[src/hdl/dvi_rx_macros.svh]
/*
 * Shared constants of the DVI receiver: TMDS word length, alignment
 * counts and the four control tokens, sent LSB first on the wire.
 * Included by the package and by every module that needs them.
 */
`ifndef DVI_RX_MACROS_SVH
`define DVI_RX_MACROS_SVH

`define DVI_WORD_BITS   10
`define DVI_LOCK_WORDS  8
`define DVI_SLIP_WAIT   2

// control tokens indexed by {c1, c0}
`define DVI_CTRL_TOKEN_0  10'b1101010100
`define DVI_CTRL_TOKEN_1  10'b0010101011
`define DVI_CTRL_TOKEN_2  10'b0101010100
`define DVI_CTRL_TOKEN_3  10'b1010101011

`endif
[src/hdl/dvi_rx_pkg.sv]
/*
 * Types shared by the DVI receiver modules and the testbench.
 * Referenced by scoped name, so compile it before the modules.
 */
`include "dvi_rx_macros.svh"

package dvi_rx_pkg;

    // one 10-bit TMDS code word, bit 0 is the first bit on the wire
    typedef logic [`DVI_WORD_BITS-1:0] tmds_word_t;

    // one colour component
    typedef logic [7:0] byte_t;

    // bit-slip offset into the lane shift register, 0 to 9
    typedef logic [3:0] slip_t;

    // word aligner of each lane
    typedef enum logic [1:0] {
        ALIGN_HUNT,
        ALIGN_WAIT,
        ALIGN_LOCKED
    } align_state_e;

endpackage

[src/hdl/dvi_rx.sv]
/*
 * DVI receiver top. One bit clock at ten times the pixel rate drives
 * the word strobe, three lane/decoder pairs (blue, green, red on
 * tmds_i[0..2]) and the pixel assembler. Qualify the pixel stream
 * with locked_o.
 */
module dvi_rx (
    input  logic       clk_i,
    input  logic       rst_n_i,

    input  logic       cal_en_i,
    input  logic [2:0] tmds_i,

    output logic [23:0] pixel_o,
    output logic        de_o,
    output logic        hsync_o,
    output logic        vsync_o,
    output logic        pix_stb_o,
    output logic        locked_o
);

logic word_stb;

dvi_rx_pkg::tmds_word_t [2:0] lane_word;
dvi_rx_pkg::byte_t [2:0]      lane_data;

logic [2:0] lane_locked;
logic [2:0] lane_de;
logic [2:0] lane_c0;
logic [2:0] lane_c1;
logic [2:0] dec_valid;

word_strobe_gen u_word_strobe_gen (
    .clk_i(clk_i),
    .rst_n_i(rst_n_i),
    .word_stb_o(word_stb)
);

// lane 0 blue, 1 green, 2 red
for (genvar i = 0; i < 3; i++) begin : g_lane
    tmds_lane u_lane (
        .clk_i(clk_i),
        .rst_n_i(rst_n_i),
        .cal_en_i(cal_en_i),
        .word_stb_i(word_stb),
        .ser_i(tmds_i[i]),
        .word_o(lane_word[i]),
        .locked_o(lane_locked[i])
    );

    tmds_decoder u_decoder (
        .clk_i(clk_i),
        .rst_n_i(rst_n_i),
        .word_stb_i(word_stb),
        .word_i(lane_word[i]),
        .data_o(lane_data[i]),
        .de_o(lane_de[i]),
        .c0_o(lane_c0[i]),
        .c1_o(lane_c1[i]),
        .dec_valid_o(dec_valid[i])
    );
end

pixel_assembler u_pixel_assembler (
    .clk_i(clk_i),
    .rst_n_i(rst_n_i),
    .dec_valid_i(dec_valid[0]),
    .blue_i(lane_data[0]),
    .green_i(lane_data[1]),
    .red_i(lane_data[2]),
    .de_i(lane_de[0]),
    .c0_i(lane_c0[0]),
    .c1_i(lane_c1[0]),
    .lane_locked_i(lane_locked),
    .pixel_o(pixel_o),
    .de_o(de_o),
    .hsync_o(hsync_o),
    .vsync_o(vsync_o),
    .pix_stb_o(pix_stb_o),
    .locked_o(locked_o)
);

endmodule

[src/hdl/pixel_assembler.sv]
/*
 * Merges the three decoded lanes into one pixel stream. Samples all
 * lanes on the blue decoder's valid pulse; sync and de come from blue.
 * The overall lock is the AND of the three lane locks.
 */
module pixel_assembler (
    input  logic clk_i,
    input  logic rst_n_i,

    input  logic              dec_valid_i,
    input  dvi_rx_pkg::byte_t blue_i,
    input  dvi_rx_pkg::byte_t green_i,
    input  dvi_rx_pkg::byte_t red_i,
    input  logic              de_i,
    input  logic              c0_i,
    input  logic              c1_i,
    input  logic [2:0]        lane_locked_i,

    output logic [23:0] pixel_o,
    output logic        de_o,
    output logic        hsync_o,
    output logic        vsync_o,
    output logic        pix_stb_o,
    output logic        locked_o
);

always_ff @(posedge clk_i) begin
    if (!rst_n_i) begin
        pix_stb_o <= 1'b0;
        de_o      <= 1'b0;
        hsync_o   <= 1'b0;
        vsync_o   <= 1'b0;
        locked_o  <= 1'b0;
    end else begin
        pix_stb_o <= dec_valid_i;
        locked_o  <= &lane_locked_i;
        if (dec_valid_i) begin
            de_o    <= de_i;
            // c0 carries hsync, c1 vsync
            hsync_o <= c0_i;
            vsync_o <= c1_i;
        end
    end
end

// red in the upper byte
always_ff @(posedge clk_i) begin
    if (dec_valid_i) begin
        pixel_o <= {red_i, green_i, blue_i};
    end
end

assert property (@(posedge clk_i) disable iff (!rst_n_i)
    pix_stb_o == $past(dec_valid_i));

// no lane drops lock short of a reset
assert property (@(posedge clk_i) disable iff (!rst_n_i)
    locked_o |=> locked_o);

endmodule

[src/hdl/tmds_decoder.sv]
/*
 * TMDS 10b-to-8b decoder for one channel. Registers the lane word in the
 * cycle after the strobe: control tokens give de low and {c1, c0},
 * other words give de high and the recovered byte.
 */
`include "dvi_rx_macros.svh"

module tmds_decoder (
    input  logic clk_i,
    input  logic rst_n_i,

    input  logic                   word_stb_i,
    input  dvi_rx_pkg::tmds_word_t word_i,

    output dvi_rx_pkg::byte_t data_o,
    output logic              de_o,
    output logic              c0_o,
    output logic              c1_o,
    output logic              dec_valid_o
);

logic       word_vld;
logic       is_token;
logic [1:0] tok_idx;

dvi_rx_pkg::byte_t dec_byte;

function automatic dvi_rx_pkg::byte_t tmds_decode(input dvi_rx_pkg::tmds_word_t w);
    dvi_rx_pkg::byte_t d;
    dvi_rx_pkg::byte_t q;
    // bit 9 marks an inverted data field
    d    = w[9] ? ~w[7:0] : w[7:0];
    q[0] = d[0];
    // bit 8 set means the encoder used the xor chain
    for (int i = 1; i < 8; i++) begin
        q[i] = w[8] ? (d[i] ^ d[i-1]) : ~(d[i] ^ d[i-1]);
    end
    return q;
endfunction

always_comb begin
    is_token = 1'b1;
    tok_idx  = 2'd0;
    case (word_i)
        `DVI_CTRL_TOKEN_0: tok_idx = 2'd0;
        `DVI_CTRL_TOKEN_1: tok_idx = 2'd1;
        `DVI_CTRL_TOKEN_2: tok_idx = 2'd2;
        `DVI_CTRL_TOKEN_3: tok_idx = 2'd3;
        default:           is_token = 1'b0;
    endcase
    dec_byte = tmds_decode(word_i);
end

// lane word is valid one cycle after the strobe
always_ff @(posedge clk_i) begin
    if (!rst_n_i) begin
        word_vld    <= 1'b0;
        dec_valid_o <= 1'b0;
        de_o        <= 1'b0;
        c0_o        <= 1'b0;
        c1_o        <= 1'b0;
    end else begin
        word_vld    <= word_stb_i;
        dec_valid_o <= word_vld;
        if (word_vld) begin
            de_o <= !is_token;
            if (is_token) begin
                {c1_o, c0_o} <= tok_idx;
            end
        end
    end
end

always_ff @(posedge clk_i) begin
    if (word_vld) begin
        data_o <= is_token ? '0 : dec_byte;
    end
end

// decoded word follows the lane's captured word by one cycle
assert property (@(posedge clk_i) disable iff (!rst_n_i)
    dec_valid_o == $past(word_stb_i, 2));

endmodule

[src/hdl/tmds_lane.sv]
/*
 * One TMDS channel: deserialises the bit stream, captures a word at each
 * strobe from a selectable bit offset, and slips that offset during
 * calibration until a run of control tokens proves the word boundary.
 */
`include "dvi_rx_macros.svh"

module tmds_lane (
    input  logic clk_i,
    input  logic rst_n_i,

    input  logic cal_en_i,
    input  logic word_stb_i,
    input  logic ser_i,

    output dvi_rx_pkg::tmds_word_t word_o,
    output logic                   locked_o
);

localparam int SR_W  = 2 * `DVI_WORD_BITS;
localparam int TOK_W = $clog2(`DVI_LOCK_WORDS + 1);
localparam int WAIT_W = $clog2(`DVI_SLIP_WAIT + 1);

localparam logic [TOK_W-1:0]  TOK_LAST  = TOK_W'(`DVI_LOCK_WORDS - 1);
localparam logic [WAIT_W-1:0] WAIT_LAST = WAIT_W'(`DVI_SLIP_WAIT - 1);
localparam dvi_rx_pkg::slip_t SLIP_LAST = dvi_rx_pkg::slip_t'(`DVI_WORD_BITS - 1);

logic [SR_W-1:0]   sr;
logic              cap_vld;
logic              is_token;
logic [TOK_W-1:0]  tok_cnt;
logic [WAIT_W-1:0] wait_cnt;

dvi_rx_pkg::slip_t        slip;
dvi_rx_pkg::align_state_e state;

// newest bit enters at the top, so a window reads LSB first upward
always_ff @(posedge clk_i) begin
    sr <= {ser_i, sr[SR_W-1:1]};
    if (word_stb_i) begin
        word_o <= sr[slip +: `DVI_WORD_BITS];
    end
end

always_ff @(posedge clk_i) begin
    if (!rst_n_i) begin
        cap_vld <= 1'b0;
    end else begin
        cap_vld <= word_stb_i;
    end
end

assign is_token = (word_o == `DVI_CTRL_TOKEN_0) || (word_o == `DVI_CTRL_TOKEN_1) ||
                  (word_o == `DVI_CTRL_TOKEN_2) || (word_o == `DVI_CTRL_TOKEN_3);

// aligner, judged once per captured word
always_ff @(posedge clk_i) begin
    if (!rst_n_i) begin
        state    <= dvi_rx_pkg::ALIGN_HUNT;
        slip     <= '0;
        tok_cnt  <= '0;
        wait_cnt <= '0;
    end else if (cap_vld) begin
        case (state)
            dvi_rx_pkg::ALIGN_HUNT: begin
                if (is_token) begin
                    tok_cnt <= tok_cnt + 1'b1;
                    if (tok_cnt == TOK_LAST) begin
                        state <= dvi_rx_pkg::ALIGN_LOCKED;
                    end
                end else begin
                    tok_cnt <= '0;
                    if (cal_en_i) begin
                        slip     <= (slip == SLIP_LAST) ? '0 : slip + 1'b1;
                        wait_cnt <= '0;
                        state    <= dvi_rx_pkg::ALIGN_WAIT;
                    end
                end
            end
            dvi_rx_pkg::ALIGN_WAIT: begin
                // skip words captured across the slip
                wait_cnt <= wait_cnt + 1'b1;
                if (wait_cnt == WAIT_LAST) begin
                    state <= dvi_rx_pkg::ALIGN_HUNT;
                end
            end
            default: begin
                state <= dvi_rx_pkg::ALIGN_LOCKED;
            end
        endcase
    end
end

assign locked_o = (state == dvi_rx_pkg::ALIGN_LOCKED);

assert property (@(posedge clk_i) disable iff (!rst_n_i)
    slip <= SLIP_LAST);

// once locked the word boundary is frozen
assert property (@(posedge clk_i) disable iff (!rst_n_i)
    locked_o |=> $stable(slip));

endmodule

[src/hdl/word_strobe_gen.sv]
/*
 * Word strobe for all three TMDS lanes. Divides the bit clock by the
 * word length and emits a one-cycle pulse, the first one in the first
 * cycle after reset is released.
 */
`include "dvi_rx_macros.svh"

module word_strobe_gen (
    input  logic clk_i,
    input  logic rst_n_i,

    output logic word_stb_o
);

localparam int CNT_W = $clog2(`DVI_WORD_BITS);
localparam logic [CNT_W-1:0] CNT_LAST = CNT_W'(`DVI_WORD_BITS - 1);

logic [CNT_W-1:0] cnt;

always_ff @(posedge clk_i) begin
    if (!rst_n_i) begin
        cnt        <= '0;
        word_stb_o <= 1'b0;
    end else begin
        // pulse on the cycle after the counter sits at zero
        word_stb_o <= (cnt == '0);
        if (cnt == CNT_LAST) begin
            cnt <= '0;
        end else begin
            cnt <= cnt + 1'b1;
        end
    end
end

// a strobe is always followed by a quiet cycle
assert property (@(posedge clk_i) disable iff (!rst_n_i)
    word_stb_o |=> !word_stb_o);

endmodule

[config.mk]
export PLATFORM = sky130hd
export DESIGN_NAME = dvi_rx
export DESIGN_NICKNAME = d
export VERILOG_FILES = /design/src/hdl/dvi_rx_pkg.sv /design/src/hdl/dvi_rx.sv /design/src/hdl/pixel_assembler.sv /design/src/hdl/tmds_decoder.sv /design/src/hdl/tmds_lane.sv /design/src/hdl/word_strobe_gen.sv
export VERILOG_INCLUDE_DIRS = /design/src /design/src/hdl
export SDC_FILE = /design/constraint.sdc
export NUM_CORES = 1
export LEC_CHECK = 0
export BUFFER_PORTS_ARGS = -buffer_cell sky130_fd_sc_hd__buf_2
export CAP_MARGIN = 20
export CORE_ASPECT_RATIO = 1.1
export CORE_MARGIN = 10
export CORE_UTILIZATION = 45
export CTS_CLUSTER_DIAMETER = 30
export DETAILED_ROUTE_END_ITERATION = 16
export GPL_TIMING_DRIVEN = 0
export SETUP_SLACK_MARGIN = 0.05
export SYNTH_ARGS = -nofsm -noshare
export SYNTH_HDL_FRONTEND = slang
export SYNTH_SLANG_ARGS = --single-unit
export TNS_END_PERCENT = 1
[constraint.sdc]
create_clock -name clk_i -period 2.4 [get_ports clk_i]
set_input_delay 0.24 -clock clk_i [delete_from_list [all_inputs] [get_ports clk_i]]
set_output_delay 0.24 -clock clk_i [all_outputs]
set_load 0.005 [all_outputs]
==> metrics.txt <==
cell count after synthesis=714; Primary FF master, synth=dfxtp_1; Core Util, Final=0.5176; Leak Pwr=0.003514 µW; grt ovf=0; critical path class=reg2reg; Worst VDD drop=0.0005145 V; unrepaired setup endpoints after global routing=false; initial antenna violation count=0; Layout Nets=799; RD Place Congestion=0.8845; Rows=53; Cells after DPL=997; switching share of power=0.2290; CTS clk-pin slew, worst paths=0.07 ns; status=completed; drt first-iter violations=311; # IOs=35; HP Class=in2reg; fin worst setup slack=0.2913 ns; final hold viol count=0; Yosys reg bits=189; largest net degree at the start of global routing=22; per-cell routed wire length=16.28 µm; # Post-CTS Setup Buffers=0; clk_lat worst skew=0.43 ns; ys async rst share=0; die height=165.9 µm; clock buffer depth=2; worst-margin pin slew=0.6497 ns; part of the Yosys area used for sequential elements=0.5238; max-cap violations=0; Max Clk Rate=474.2 MHz; Worst EP required=2.56 ns; Yosys warning count=0; syn_nets=741; P_sw=1616 µW; crit path DAT=2.27 ns; CORE AREA=19100 µm²; Clk network pwr share=0.390; Final min period=2.109 ns; Antenna Nets Post-Route=0; Pre-Repair DR Iteration Count=5; Remaining DRCs=0; Post-synth EDFFs=78; Worst Setup Start Kind=register; I/O Buffers=33; pre-CTS WS=0.1133 ns; Layout Cells excl Fill=1032; Die Wd=152.7 µm; TritonCTS clock tree=done; final period utilization=0.8786; DP HPWL=12560 µm; # setup viols final=0; root buf cell=clkbuf_16; first-pass GRT wire length=28320 µm; Logic pwr share=0.090; DR vias/cell=5.509; Syn Std Cell Area=8713 µm²; Clock Sink Count=189; Flop pwr share=0.520; Rel. slew slack=0.5653; Worst Clk Skew=0.01037 ns; share of layout cells above drive strength 1=0.2025; CTS H-Tree Depth=4; Die ar.=25340 µm²; power density over the cells=713.9 nW/µm²; routed vias=5685; final wirelength=16800 µm; CP Max Fanout=10; synthesis-to-layout area growth=13.45%; Avg Cell Area, Syn=12.20 µm²; ant diodes=0; internal power=5441 µW; Power, Total=7058 µW; Inserted Clock Buffers=17; library cells used by synthesis=57; Max Slew Vio Count=0; Tot GR Track Use=0.1334; initial core utilization=0.4562; setup TNS=0 ns; Worst setup EP type=register; vias in the first global route=5746
registers in the layout, indices dropped and copies added (netlist names), 4 cells and up:
signal and flops:
g_lane.u_decoder.data_o 24, g_lane.u_lane.slip 12, g_lane.u_lane.sr 60, g_lane.u_lane.state 6, g_lane.u_lane.tok_cnt 12, g_lane.u_lane.wait_cnt 6
g_lane.u_lane.word_o 30, u_pixel_assembler.pixel_o 24, u_word_strobe_gen.cnt 4
timing repair:
| item | 4_1_cts | 5_1_grt |
|---|---|---|
| hold buffers | 3 | 0 |
| setup endpoints to repair | 0 | 6 |
| resized for setup | 0 | 1 |
| hold endpoints to repair | 3 | 0 |
critical path, stage by stage, from the launching register on:
cell	delay (ns)
dfxtp_1	0.47
buf_2	0.31
buf_4	0.24
mux4_2	0.33
mux4_2	0.49
worst paths after layout:
kind / startpoint / end / slack [ns] / depth (start not counted)
max: g_lane[0].u_lane.slip[1] / g_lane[0].u_lane.word_o[2] / 0.29 / 4
min: cal_en_i / g_lane[0].u_lane.state[0] / 0.26 / 3
max reg2reg: g_lane[0].u_lane.slip[1] / g_lane[0].u_lane.word_o[2] / 0.29 / 4
min reg2reg: g_lane[2].u_lane.sr[1] / g_lane[2].u_lane.sr[0] / 0.36 / 0
cell families (layout without fill, tap and decap cells):
| kind of cell | Yosys count | count (layout) | share of synthesized area |
|---|---|---|---|
| simple gates | 198 | 198 | 0.1202 |
| flops | 189 | 189 | 0.5238 |
| compound gates | 111 | 111 | 0.07668 |
| mux | 83 | 83 | 0.1683 |
| buf+inv | 72 | 143 | 0.04064 |
| xor+xnor | 40 | 40 | 0.04021 |
| fa+ha+maj | 21 | 21 | 0.03015 |
synthesized netlist by cell type (13+ instances only):
cell type / instances / share of area
dfxtp_1: 111 / 0.26
edfxtp_1: 78 / 0.27
nor2_1: 66 / 0.028
mux4_2: 50 / 0.13
a21oi_1: 43 / 0.025
nand2_1: 38 / 0.016
xnor2_1: 38 / 0.038
inv_1: 33 / 0.014
mux2i_1: 25 / 0.029
o21ai_0: 22 / 0.013
ha_1: 21 / 0.030
a211oi_1: 14 / 0.012
and2_1: 13 / 0.0093
nand3_1: 13 / 0.0075
power groups by stage:
stage	Combinational, µW	Clock, µW	Sequential, µW
floorplan	471	0	3720
CTS	643	2820	3670
global route	708	2980	3690
global placement	575	0	3760
finish	635	2750	3670
detailed placement	636	0	3740
placed cells by master, fill, tap and decap left out, types with 9 or more instances in the layout:
master,n
clkbuf_1,13
dfxtp_1,110
nand3_1,13
a211oi_1,14
nand2_1,38
inv_1,33
buf_2,43
a21oi_1,43
and2_1,13
mux4_2,50
ha_1,21
clkbuf_16,17
edfxtp_1,78
a31oi_1,9
xnor2_1,38
mux2i_1,25
o21ai_0,22
nor2_1,66
layer usage:
metal / up-vias / wire (µm) / GRT usage
met3: 26 / 596 / 0.02979
met1: 2802 / 7178 / 0.1547
met5: - / 0 / 0
met2: 110 / 8705 / 0.2327
li1: 2747 / - / -
met4: 0 / 319 / 0.05394
cell type report:
type,count,area (µm²)
fill,1644,9213
sequential,189,4566
multi-input combinational,453,3795
clock buffer,19,442.9
tap,247,309.0
timing repair buffer,39,277.8
buffer,38,226.5
clock inverter,13,141.4
inverter,34,127.6
through the flow:
stage          cell area [µm²]  hold slack, ns
4_1_cts                   9884          0.2354
3_5_place_dp              9270          0.3440
2_1_floorplan             8713          0.2677
6_report                  9886          0.2555
3_3_place_gp              9188          0.3430
5_1_grt                   9886          0.2678
No activity file was read; power rests on OpenSTA's default activity.
